File: config.mk
export PLATFORM = sky130hd
export DESIGN_NAME = tcm_resp_router
export DESIGN_NICKNAME = d
export VERILOG_FILES = /design/src/tcm_pkg.sv /design/src/tcm_resp_router.sv
export SDC_FILE = /design/constraint.sdc
export NUM_CORES = 1
export LEC_CHECK = 0
export ABC_AREA = 1
export BUFFER_PORTS_ARGS = -buffer_cell sky130_fd_sc_hd__buf_2
export CELL_PAD_IN_SITES_DETAIL_PLACEMENT = 1
export CELL_PAD_IN_SITES_GLOBAL_PLACEMENT = 2
export CORE_UTILIZATION = 13
export DETAILED_ROUTE_END_ITERATION = 6
export MAX_ROUTING_LAYER = met4
export PLACE_DENSITY_LB_ADDON = 0.1
export SYNTH_ARGS = -nofsm -noshare
export SYNTH_HDL_FRONTEND = slang
export SYNTH_SLANG_ARGS = --single-unit
File: constraint.sdc
create_clock -name clk -period 3.27 [get_ports clk]
set_clock_uncertainty 0.15 [all_clocks]
set_input_delay 0.4905 -clock clk [delete_from_list [all_inputs] [get_ports clk]]
set_output_delay 0.4905 -clock clk [all_outputs]
set_load 0.02 [all_outputs]
File: src/tcm_pkg.sv
/* Shared constants and the address view of the TCM subsystem
   Only the top address nibble selects a region, all other nibbles are peripheral space */
package tcm_pkg;

   // Width of data words and of CPU addresses
   parameter int DATA_WIDTH = 32;

   // Region nibbles in address bits 31:28
   // Code TCM
   parameter logic [3:0] REGION_CODE = 4'h0;
   // Data TCM
   parameter logic [3:0] REGION_DATA = 4'h2;

   // Number of memory banks behind the arbiter
   parameter int NUM_BANKS = 2;

   // Bank slots in the generate loop and in every per-bank vector
   parameter int BANK_CODE = 0;
   parameter int BANK_DATA = 1;

   // One address word, seen either as the raw bus value or split into fields
   // Raw view feeds the bank address
   // Field view feeds the region decode
   typedef union packed {
      logic [DATA_WIDTH-1:0] raw;
      struct packed {
         // Region select
         logic [3:0]  region;
         // Not decoded by the TCMs
         logic [15:0] unused;
         // Byte offset inside a 4 KiB bank
         logic [11:0] offset;
      } fields;
   } tcm_addr_u;

endpackage

File: src/tcm_resp_router.sv
`timescale 1ns/1ps
/* Returns bank read data and ready pulses to the port that owned each access
   Peripheral and unmapped requests read zero one cycle after they are seen
   A held peripheral request completes once every two cycles */
module tcm_resp_router (
   input  logic                                                   clk,
   input  logic                                                   rst_n,
   // From the banks
   input  logic [tcm_pkg::NUM_BANKS-1:0][tcm_pkg::DATA_WIDTH-1:0] bank_dout,
   input  logic [tcm_pkg::NUM_BANKS-1:0]                          bank_ready,
   // From the arbiter, owner 1 is the data port
   input  logic [tcm_pkg::NUM_BANKS-1:0]                          bank_owner,
   input  logic                                                   code_blocked,
   input  logic                                                   code_periph,
   input  logic                                                   data_periph,
   // Port requests
   input  logic                                                   code_req,
   input  logic                                                   data_req,
   // Port responses
   output logic [tcm_pkg::DATA_WIDTH-1:0]                         code_rdata,
   output logic                                                   code_ready,
   output logic [tcm_pkg::DATA_WIDTH-1:0]                         data_rdata,
   output logic                                                   data_ready
);

   // Owner of the access in flight per bank
   logic [tcm_pkg::NUM_BANKS-1:0] owner_q;

   // Bank readies split by owner
   logic [tcm_pkg::NUM_BANKS-1:0] code_bank_rdy;
   logic [tcm_pkg::NUM_BANKS-1:0] data_bank_rdy;

   // Zero-data responses from peripheral space
   logic code_periph_rdy;
   logic data_periph_rdy;

   always_ff @(posedge clk) begin
      if (!rst_n) begin
         owner_q         <= '0;
         code_periph_rdy <= 1'b0;
         data_periph_rdy <= 1'b0;
      end else begin
         // A bank accepts only while its ready is low
         // so the owner is frozen over the ready cycle
         for (int b = 0; b < tcm_pkg::NUM_BANKS; b++) begin
            if (!bank_ready[b]) begin
               owner_q[b] <= bank_owner[b];
            end
         end
         // Blocked fetch never takes the zero response
         code_periph_rdy <= code_req & code_periph & ~code_blocked & ~code_periph_rdy;
         data_periph_rdy <= data_req & data_periph & ~data_periph_rdy;
      end
   end

   assign code_bank_rdy = bank_ready & ~owner_q;
   assign data_bank_rdy = bank_ready & owner_q;

   // Cross grant gives both ports a pulse in the same cycle
   assign code_ready = (|code_bank_rdy) | code_periph_rdy;
   assign data_ready = (|data_bank_rdy) | data_periph_rdy;

   // Read data mux, zero when no bank answers this port
   always_comb begin
      code_rdata = '0;
      data_rdata = '0;
      for (int b = 0; b < tcm_pkg::NUM_BANKS; b++) begin
         if (code_bank_rdy[b]) begin
            code_rdata = bank_dout[b];
         end
         if (data_bank_rdy[b]) begin
            data_rdata = bank_dout[b];
         end
      end
   end

endmodule

==> results.md <==
- The run finished with clean final reports.
- The min-delay analysis places its worst path in the category reg -> reg.
- The tree is rooted in a sky130_fd_sc_hd__clkbuf_8.
- In this run the mean area of a mapped cell was ~4.7 um^2.
- The weighted congestion reported at the end of routability-driven placement is 0.716.
- The Yosys step of the flow raised 0 warnings.
- The count of pins over their slew limit is 0.
- Setup slack on the critical path of the routed design comes to 0.838 ns.
- The detail-routed via count per cell is 4.19.
- After synthesis, the netlist uses 14 different library cells.
- The final critical delay including setup and external delays is 2.43 ns.
- The number of antenna violations at the first check in global routing came to 0.
- After clock tree synthesis, the clock-pin slew on the worst setup and hold paths is approximately 0.03 ns.
- By startpoint and endpoint, the worst setup path is classified as in -> out.
- The depth of the most critical reg-to-reg path is 4.
- After synthesis the cells add up to 1100 um^2.
- Along the worst path, the maximum fanout reaches 33.
- The area growth from synthesis to final layout is 71.2%.
- The final hold violation count came to 0.
- In this run the power density over the cells is roughly 250 nW/um^2.
- The post-detailed-routing wire length is 6100 um.
- The switching share of power is 0.498.
- The share of the clock period used by the worst path after layout is 0.744.
- The initial core utilization is 0.134.
- Setup repair after global routing left no endpoint under its margin.
- Synthesis produced 236 cells.
- In this run the count of I/O pins placed on the die edge is between 100 and 150.
- The switching component of the power is 233 uW.
- OpenSTA, run right after detailed placement, puts the worst setup slack at about 0.77 ns.
- By count the netlist is led by sky130_fd_sc_hd__nand2_1 (133), sky130_fd_sc_hd__nand3_1 (64), sky130_fd_sc_hd__buf_2 (9), sky130_fd_sc_hd__buf_4 (9), sky130_fd_sc_hd__dfxtp_1 (4).
- The share of total power dissipated in combinational logic is 0.658.
- The count of H-tree levels built during CTS is 1.
- The sequential area share after synthesis is 0.0728.
- Of the post-synthesis cell area, the dominant cell type holds 0.454.
- The sum of net half-perimeters after detailed placement is between 4000 and 5000 um.
- The kind of end point of the critical path is an output port.
- The internal portion of the total power is 235 uW.
- The count of cells along the worst hold path is 1.
- The final route contains 1965 vias.
- The final standard cell count with taps included and fillers excluded is roughly 470.
- The number of nets in the synthesized netlist is 311.
- Input and output buffers added on the ports amount to 140.
- The cell taking the most area after synthesis is sky130_fd_sc_hd__nand2_1.
- sky130_fd_sc_hd__nand2_1 is the most common cell in the netlist.
- The core footprint is 8220 um^2.
- In this run, CTS created clock tree buffers numbering 3.
- The number of placed instances, taps included is 466.
- The leakage power total is between 1 and 1.5 nW.
- The number of antenna diodes in the final layout is 0.
- Dividing the detail-routed wire length by the instance count gives 13.0 um.
- The maximum vdd ir drop is 158 uV.
- In this run the horizontal extent of the chip is between 90 and 100 um.
- The residual DRC count is 0.
- In the synthesized netlist the dominant register cell turns out to be sky130_fd_sc_hd__dfxtp_1.
- The area of the die is 8830 um^2.
- The maximum number of buffers from clock root to sink is 2.
- The number of post-CTS setup repair buffers is 0.
- After the first detailed-routing iteration, the DRC count stood at 47.
- Ranked by total cell area, the synthesized netlist is headed by sky130_fd_sc_hd__nand2_1 (45%), sky130_fd_sc_hd__nand3_1 (29%), sky130_fd_sc_hd__dfxtp_1 (7.3%).
- The final setup violation count is 0.
- Measured on the finished design, the core utilization comes to 0.229.
- The peak clock frequency supported by timing is 411 MHz.
- For this run, the post-layout net count is 441.
- For the worst setup path, the data required time is 2.63 ns.
- The via count of the first global-routing pass is between 1500 and 2000.
- The global router's overall resource usage is 0.139.
- CTS saw 4 sinks.
- The clock insertion delay at the later pin of the skew report is about 0.22 ns.
- Entering global routing, the biggest net connects 34 pins.
- In this run the core area contains 33 standard-cell rows.
- TritonCTS built the clock tree.
- Of all flip-flops after synthesis, the portion carrying an async set or reset was 0.
- The first global-routing pass estimated between 9000 and 10000 um of wire.
- The count of nets left with antenna violations once routing finished came out at 0.
- The setup TNS is 0 ns.
- The actual transition at the worst max-transition pin is 0.638 ns.
- The max-slew headroom at the worst pin is 0.574.
- The height of the die is 94.0 um.
- The number of enable flip-flop cells after synthesis is 0.
- The hold buffer count at cts is 0.
- In this run, synthesis produced a sequential element count of 4.
- The tool flagged a number of max-cap violations equal to 0.
- Post-CTS repair changed the size of 0 cells.
- The worst setup path is launched from an input pin.
- The remaining global-route overflow is 0.
- The share of layout cells above drive strength 1 is 0.418.
- The arrival time at the worst endpoint is 1.79 ns.
- The proportion of power drawn by the clock network is 0.226.
- Of the total power, registers draw 0.115.
- The first detailed-routing pass took 4 iterations.
==> power by group through the flow <==
stage	Clock [mW]	Combinational, mW	Sequential, mW
2_1_floorplan	0	0.180	0.0540
3_3_place_gp	0	0.315	0.0543
3_5_place_dp	0	0.314	0.0544
4_1_cts	0.108	0.315	0.0538
5_1_grt	0.112	0.341	0.0541
6_report	0.106	0.308	0.0538
==> registers in the layout (all words and copies together), names as in the netlist <==
| register | flops |
|---|---|
| owner_q | 2 |
| data_periph_rdy | 1 |
| code_periph_rdy | 1 |
==> stage by stage <==
step,total power [mW],hold slack (ns),instance area (um^2)
after floorplan,0.234,0.246,1100
after global placement,0.369,0.259,1840
after detailed placement,0.369,0.268,1840
after CTS,0.477,0.272,1880
after global routing,0.508,0.287,1880
final,0.467,0.272,1880
==> placed cells by master, fill, tap and decap left out, drive strengths merged <==
master  count
clkbuf      3
nand3      64
dfxtp       4
buf       143
nand2     135
o211ai      1
nor2        4
inv         6
o21ai       2
nor3b       1
nor3        1
==> worst max-delay path, stage by stage <==
cell	delay, ns
sky130_fd_sc_hd__buf_2	0.11
sky130_fd_sc_hd__nand2_2	0.25
sky130_fd_sc_hd__inv_2	0.55
sky130_fd_sc_hd__nand2_1	0.11
sky130_fd_sc_hd__nand2_1	0.10
sky130_fd_sc_hd__buf_2	0.17
==> final cells by class <==
type,instances,area (um^2)
Fill cell,1147,6330
Timing Repair Buffer,143,723
Multi-Input combinational cell,208,885
Clock buffer,3,41.3
Tap cell,105,131
Sequential cell,4,80.1
Inverter,6,22.5
==> layer usage <==
| metal | global-route usage | part of all wire | up-vias |
|---|---|---|---|
| li1 | - | - | 1011 |
| met1 | 0.187 | 0.46 | 870 |
| met2 | 0.237 | 0.47 | 81 |
| met3 | 0.00890 | 0.060 | 3 |
| met4 | 0.0154 | 0.0034 | 0 |
| met5 | - | 0 | - |
==> final timing paths <==
path / slack [ns] / startpoint / endpoint
setup / recovery: 0.84 / bank_ready[1] / code_rdata[28]
hold / removal: 0.27 / data_periph_rdy / data_periph_rdy
setup reg to reg: 1.70 / owner_q[1] / owner_q[1]
hold reg to reg: 0.27 / data_periph_rdy / data_periph_rdy
==> cell families (layout without fill, tap and decap cells) <==
family / Yosys count / count (layout) / share of synthesized area
and+or+nand+nor: 205 / 205 / 0.788
buffers and inverters: 24 / 152 / 0.123
DFF: 4 / 4 / 0.0728
AOI/OAI and AO/OA: 3 / 3 / 0.0159
Power figures use the tool's default switching activity.
