`src/tcm_pkg.sv`:
```
/* Shared constants and the address view of the TCM subsystem
   Only the top address nibble selects a region, all other nibbles are peripheral space */
package tcm_pkg;

   // Width of data words and of CPU addresses
   parameter int DATA_WIDTH = 32;

   // Region nibbles in address bits 31:28
   // Code TCM
   parameter logic [3:0] REGION_CODE = 4'h0;
   // Data TCM
   parameter logic [3:0] REGION_DATA = 4'h2;

   // Number of memory banks behind the arbiter
   parameter int NUM_BANKS = 2;

   // Bank slots in the generate loop and in every per-bank vector
   parameter int BANK_CODE = 0;
   parameter int BANK_DATA = 1;

   // One address word, seen either as the raw bus value or split into fields
   // Raw view feeds the bank address
   // Field view feeds the region decode
   typedef union packed {
      logic [DATA_WIDTH-1:0] raw;
      struct packed {
         // Region select
         logic [3:0]  region;
         // Not decoded by the TCMs
         logic [15:0] unused;
         // Byte offset inside a 4 KiB bank
         logic [11:0] offset;
      } fields;
   } tcm_addr_u;

endpackage

```
`src/tcm_arbiter.sv`:
```
`timescale 1ns/1ps
/* Steers the code and data ports onto the two TCM banks, the data port always wins
   Peripheral and unmapped regions never enable a bank
   Code port is read only, so its bank bytesel is forced to zero */
module tcm_arbiter #(
   parameter int ADDR_WIDTH = 12
) (
   // Code port
   input  logic [tcm_pkg::DATA_WIDTH-1:0]                         code_addr,
   input  logic                                                   code_req,
   // Data port
   input  logic [tcm_pkg::DATA_WIDTH-1:0]                         data_addr,
   input  logic [tcm_pkg::DATA_WIDTH-1:0]                         data_wdata,
   input  logic [tcm_pkg::DATA_WIDTH/8-1:0]                       data_bytesel,
   input  logic                                                   data_req,
   // Bank request side
   output logic [tcm_pkg::NUM_BANKS-1:0]                          bank_en,
   output logic [tcm_pkg::NUM_BANKS-1:0][ADDR_WIDTH-1:0]          bank_addr,
   output logic [tcm_pkg::NUM_BANKS-1:0][tcm_pkg::DATA_WIDTH-1:0] bank_din,
   output logic [tcm_pkg::NUM_BANKS-1:0][tcm_pkg::DATA_WIDTH/8-1:0] bank_bytesel,
   // 1 means the data port drives this bank, 0 the code port
   output logic [tcm_pkg::NUM_BANKS-1:0]                          bank_owner,
   // Status for the response router
   output logic                                                   code_blocked,
   output logic                                                   code_periph,
   output logic                                                   data_periph
);

   // Two views of each incoming address
   tcm_pkg::tcm_addr_u code_word;
   tcm_pkg::tcm_addr_u data_word;

   // One-hot bank picked by the address alone
   logic [tcm_pkg::NUM_BANKS-1:0] code_sel;
   logic [tcm_pkg::NUM_BANKS-1:0] data_sel;

   // Same, qualified by the request
   logic [tcm_pkg::NUM_BANKS-1:0] code_hit;
   logic [tcm_pkg::NUM_BANKS-1:0] data_hit;

   // Banks actually handed to the fetch
   logic [tcm_pkg::NUM_BANKS-1:0] code_gnt;

   // Region nibble to one-hot bank, all zero for peripheral space
   function automatic logic [tcm_pkg::NUM_BANKS-1:0] region_sel(input logic [3:0] region);
      logic [tcm_pkg::NUM_BANKS-1:0] sel;
      sel = '0;
      case (region)
         tcm_pkg::REGION_CODE: sel[tcm_pkg::BANK_CODE] = 1'b1;
         tcm_pkg::REGION_DATA: sel[tcm_pkg::BANK_DATA] = 1'b1;
         // Region F and every unmapped nibble
         default:              sel = '0;
      endcase
      return sel;
   endfunction

   always_comb begin
      code_word.raw = code_addr;
      data_word.raw = data_addr;
   end

   // Region decode
   assign code_sel = region_sel(code_word.fields.region);
   assign data_sel = region_sel(data_word.fields.region);

   // Address-only decode, the router adds the request
   assign code_periph = ~|code_sel;
   assign data_periph = ~|data_sel;

   assign code_hit = code_sel & {tcm_pkg::NUM_BANKS{code_req}};
   assign data_hit = data_sel & {tcm_pkg::NUM_BANKS{data_req}};

   // Priority table, the data port is granted whatever it hits
   //   data->dbank  data->cbank  code->dbank  code->cbank
   //        1            0            0            1      no conflict
   //        1            0            1            0      data wins, fetch waits
   //        0            1            1            0      cross grant
   //        0            1            0            1      data wins, fetch waits
   //        x            x            x            x      lone access, nothing to resolve
   always_comb begin
      code_gnt     = code_hit;
      code_blocked = 1'b0;
      if (data_hit[tcm_pkg::BANK_DATA] && code_hit[tcm_pkg::BANK_DATA]) begin
         // Both in data RAM
         code_gnt     = '0;
         code_blocked = 1'b1;
      end else if (data_hit[tcm_pkg::BANK_CODE] && code_hit[tcm_pkg::BANK_CODE]) begin
         // Load or store into code RAM holds off the fetch
         code_gnt     = '0;
         code_blocked = 1'b1;
      end
   end

   // Per-bank mux onto the winning port
   always_comb begin
      for (int b = 0; b < tcm_pkg::NUM_BANKS; b++) begin
         bank_en[b]    = data_hit[b] | code_gnt[b];
         bank_owner[b] = data_hit[b];
         if (data_hit[b]) begin
            bank_addr[b]    = data_word.raw[ADDR_WIDTH-1:0];
            bank_din[b]     = data_wdata;
            bank_bytesel[b] = data_bytesel;
         end else begin
            // Fetch or idle, always a read
            bank_addr[b]    = code_word.raw[ADDR_WIDTH-1:0];
            bank_din[b]     = '0;
            bank_bytesel[b] = '0;
         end
      end
   end

endmodule

```
`config.mk`:
```
export PLATFORM = sky130hd
export DESIGN_NAME = tcm_arbiter
export DESIGN_NICKNAME = d
export VERILOG_FILES = /design/src/tcm_pkg.sv /design/src/tcm_arbiter.sv
export SDC_FILE = /design/constraint.sdc
export NUM_CORES = 1
export LEC_CHECK = 0
export BUFFER_PORTS_ARGS = -buffer_cell sky130_fd_sc_hd__buf_2
export CORE_AREA = 2 2 79 81
export DETAILED_ROUTE_END_ITERATION = 6
export DIE_AREA = 0 0 81 83
export GPL_TIMING_DRIVEN = 0
export SETUP_SLACK_MARGIN = 0.05
export SYNTH_ARGS = -nofsm -noshare
export SYNTH_HDL_FRONTEND = slang
export SYNTH_SLANG_ARGS = --single-unit
export TNS_END_PERCENT = 100
```
`constraint.sdc`:
```
create_clock -name vclk -period 1.56
set_input_delay 0.078 -clock vclk [all_inputs]
set_output_delay 0.078 -clock vclk [all_outputs]
set_load 0.05 [all_outputs]
```
==> results.tsv, run 1 <==
metric	value	unit
outcome	completed	
critical_path_peak_fanout	4	
synthCells	123	
yosys_warnings	0	
leakagePower	1.57	nW
drv_slew	0	
period_share	99.3	%
powerDensity	242	mW/mm^2
synth_top_area_share	23.6	%
grt_pass1_vias	1654	
grt_max_degree	11	
finalPower	0.000624	W
routabilityCongestion	0.711	
synthMostInstantiatedCell	and2_1	
rows	28	
setup.worst_path.end_class	output pin	
io_buffers	173	
peakVddDrop	0.155	mV
wire_per_inst	13.9	um
critPathArrivalTime	1.47	ns
detail-route-antenna-nets	0	
drive_gt1_share	77.0	%
synthDistinctLibCells	21	
nets	408	
startpoint_type	input pin	
vias	1642	
fmax	0.646	GHz
ys_top_cells_by_count	36 x and2_1, 30 x and3_1, 16 x mux2_2, 9 x clkbuf_1, 8 x mux2_4	
drt_pass1_iterations	4	
seq_area_frac_synth	0	%
final_hold_viol_count	0	
drcViolationCount	0	
topRoutingLayerUsed	met3	
synthesis.nets	225	
via_per_inst	4.33	
syn-cell-area	953	sq um
grt.total_usage	14.1	%
crit_required	1.48	ns
pre_cts_ws	-0.180	ns
worst_slew_pin_slew	0.350	ns
seq_area	0	sq um
n_sequential_cell	0	
clock_buffers	0	
hold_class	in2out	
synth_area_leaders	and2_1 24%, and3_1 20%, mux2_2 19%	
layout_setup_ws	0.0109	ns
start_util	16.4	%
rsz0062_at_grt	yes	
io_pins	205	
synth_top_area_cell	and2_1	
core_area	0.00582	sq mm
maxCapViolCount	0	
die_x	81	um
syn2layout_area_growth	171	%
setup_viol	0	
dr_wl_met3	571	um
avgSynthCellArea	7.75	sq um
drt_iter0_drc	28	
grt_pass1_wl	7870	um
dp_cells	371	
instances_no_fill	379	
maxSlewHeadroom	76.7	%
fp.dieArea	0.00672	sq mm
wl	5270	um
postCtsHoldBufs	0	
drt-met1-wl	1880	um
wl_met2	2820	um
finalCriticalPeriod	1.55	ns
die_h	83	um
crit_type	in2out	
whs_path_depth	3	
grt_remaining_overflow	0	
antenna_found_initial	0	
num_antenna_cells	0	
hpwl	3840	um
-- area by class of cell --
cell class	instances	area [sq um]
timing repair buffer	181	1420
buffer	15	136
fill	573	3230
multi-input combinational	106	927
tap	75	93.8
inverter	2	7.51
-- cell families (layout without fill, tap and decap cells) --
group | Yosys count | count (layout) | synth area share, %
AO/OA/AOI/OAI | 2 | 2 | 1.71
AND/OR/NAND/NOR | 79 | 79 | 55.2
XOR/XNOR | 1 | 1 | 0.919
buffers and inverters | 17 | 198 | 10.6
multiplexers | 24 | 24 | 31.5
-- worst paths after layout --
kind / from / slack (ns) / endpoint
worst min-delay path: data_wdata[13] / 0.51 / bank_din[13]
worst max-delay path: data_addr[30] / 0.01 / bank_addr[12]
-- power breakdown --
group          internal [W]  switching [W]  leakage, nW
registers                 0              0            0
clock network             0              0            0
logic              0.000274       0.000350         1.57
-- per-stage QoR --
step	utilization (%)	hold WS [ns]	cell area, sq um	setup TNS (ns)
after floorplan	-	0.378	953	0
after global placement	32.9	0.574	1910	-4.07
after detailed placement	32.9	0.574	1910	-4.17
after CTS	42.4	0.518	2470	-0.308
after global routing	44.4	0.521	2580	-1.20
final	44.4	0.509	2580	0
-- cell usage in the layout, fill, tap and decap left out, types with 3 or more instances in the layout --
master,instances
mux2_4,24
buf_2,90
and2_4,7
buf_8,25
and3_1,30
buf_6,24
and3_2,6
clkbuf_4,12
buf_4,37
clkbuf_1,3
and2_1,30
-- worst max-delay path: stages --
cell and delay [ns]:
buf_8 0.10, nor4b_4 0.31, buf_6 0.15, and2_4 0.13, buf_6 0.12, buf_6 0.12, mux2_4 0.31, buf_8 0.15
-- what timing repair did --
| item | CTS | global route |
|---|---|---|
| pin swaps | 2 | 5 |
| endpoints found under the setup margin | 83 | 93 |
| gates resized for setup | 137 | 73 |
| buffers inserted | 7 | 1 |
| cloned | 2 | 0 |
-- metal layers --
layer / track usage (%) / up-vias
met5: 0 / -
met4: 0 / 0
met3: 1.30 / 0
met2: 28.2 / 112
met1: 16.5 / 738
li1: - / 792
Power figures use the tool's default switching activity.
==> run 2: changes to the inputs <==
- clock period: 1.56 -> 1.8 ns (I/O delays scaled with it)
==> run 2 against run 1 <==
  * Critical path depth unchanged
  * Cell count decreased by 1.6%
  * Clock-buffer cell count unchanged
==> results.tsv, run 2 (synthesized netlist as in run 1, its figures left out) <==
metric	value	unit	change
p_comb_share	100.0	%	about the same
powerDensity	221	mW/mm^2	was 242 mW/mm^2
finalPower	0.000430	W	was 0.000624 W
rsz0062_at_grt	yes		unchanged
cp_top_family	buffers and inverters		unchanged
drt_iter0_drc	29		was 28
grt_max_degree	11		unchanged
fp.dieArea	0.00672	sq mm	unchanged
io_pins	205		unchanged
cp_slowest_stage_delay	0.34	ns	was 0.31 ns
power.internal	0.000149	W	was 0.000274 W
final_common_cell	buf_2		unchanged
drv_slew	0		unchanged
num_antenna_cells	0		unchanged
critical_path_peak_fanout	10		was 4
crit_type	in2out		unchanged
setup_viol	0		unchanged
outcome	completed		unchanged
dr_wl_met3	537	um	was 571 um
postCtsHoldBufs	0		unchanged
grt_pass1_vias	1431		was 1654
vias	1592		was 1642
grt_remaining_overflow	0		unchanged
routabilityCongestion	0.711		unchanged
fmax	0.594	GHz	
nets	402		was 408
setup_tns	0	ns	unchanged
cp_num_buf_inv	5		unchanged
grt_pass1_wl	6600	um	was 7870 um
n_sequential_cell	0		unchanged
drt-met1-wl	1740	um	was 1880 um
hold_class	in2out		unchanged
wl_met2	2280	um	was 2820 um
finalCriticalPeriod	1.68	ns	
io_buffers	173		unchanged
period_share	93.6	%	
drt_pass1_iterations	4		unchanged
syn2layout_area_growth	104	%	was 171%
worst_slew_pin_slew	0.472	ns	was 0.350 ns
clkPwrFrac	0	%	about the same
seq_area	0	sq um	unchanged
critPathArrivalTime	1.59	ns	was 1.47 ns
rows	28		unchanged
hpwl	3840	um	unchanged
setup.worst_path.end_class	output pin		unchanged
detail-route-antenna-nets	0		unchanged
layout_common_cells	169 x buf_2, 36 x and2_1, 30 x and3_1		was 90 x buf_2, 37 x buf_4, 30 x and2_1, 30 x and3_1, 25 x buf_8
wl	4560	um	was 5270 um
antenna_found_initial	0		unchanged
clock_buffers	0		unchanged
p_switching	0.000281	W	was 0.000350 W
critPathSlowestCell	nor4b_4		unchanged
topRoutingLayerUsed	met3		unchanged
die_x	81	um	unchanged
startpoint_type	input pin		unchanged
p_seq_share	0	%	about the same
peakVddDrop	0.127	mV	was 0.155 mV
core_area	0.00582	sq mm	unchanged
die_h	83	um	unchanged
start_util	16.4	%	unchanged
grt.total_usage	11.8	%	was 14.1%
leakagePower	1.37	nW	was 1.57 nW
maxSlewHeadroom	68.5	%	was 76.7%
crit_required	1.71	ns	was 1.48 ns
nFillCells	625		was 573
via_per_inst	4.27		was 4.33
drcViolationCount	0		unchanged
maxCapViolCount	0		unchanged
path_cells	buf_2 > nor4b_4 > buf_6 > and2_4 > buf_6 > buf_12 > mux2_4 > buf_2		was buf_8 > nor4b_4 > buf_6 > and2_4 > buf_6 > buf_6 > mux2_4 > buf_8
switching_share	65.4	%	was 56.1%
final_hold_viol_count	0		unchanged
drive_gt1_share	73.5	%	was 77.0%
wire_per_inst	12.2	um	was 13.9 um
[run 2: changes by cell type in the layout (fill, tap and decap cells not counted), sizes merged]
cell,before,now
clkbuf,17,9
buf,179,181
[run 2: per-stage QoR]
stage	instance area (sq um)	cells	hold slack (ns)	setup slack, ns	utilization (%)
detailed placement	1910	371	0.598	0.0361	32.9
finish	1950	373	0.576	0.116	33.5
CTS	1930	373	0.597	0.0842	33.2
floorplan	953	123	0.402	0.273	-
global placement	1910	371	0.598	0.0279	32.9
global route	1950	373	0.589	0.0269	33.5
[run 2: power by group through the flow]
stage | Combinational, W | Sequential (W) | Clock, W
after floorplan | 0.000276 | 0 | 0
after global placement | 0.000421 | 0 | 0
after detailed placement | 0.000425 | 0 | 0
after CTS | 0.000427 | 0 | 0
after global routing | 0.000457 | 0 | 0
final | 0.000430 | 0 | 0
[run 2: layout make-up]
cell class / instances / area (sq um) / share of cell area, %
well taps: 75 / 93.8 / 4.82
repair buffers: 175 / 896 / 46.0
plain buffers: 15 / 97.6 / 5.01
inverters: 2 / 7.51 / 0.386
multi-input cells: 106 / 852 / 43.8
[run 2: what timing repair did]
action                     in CTS  in global routing
setup buffers                   2                  0
pin swaps                       0                  1
resized for setup               0                 18
setup endpoints to repair       6                 31
hold endpoints to repair        0                  0
[run 2: tightest hold or removal path, stage by stage]
cell    delay (ns)
buf_2         0.09
mux2_4        0.13
buf_4         0.18
[run 2: path summary, 6_finish.rpt]
check                          from             to  slack [ns]  cells past startpoint
worst max-delay path  data_addr[30]  bank_addr[16]        0.12                      8
worst min-delay path  data_addr[10]  bank_addr[22]        0.58                      3
[run 2: routing by layer]
metal	track usage (%)	vias to the layer above
met5	0	-
met4	0	0
met3	1.09	0
met2	23.5	114
met1	13.9	700
li1	-	778
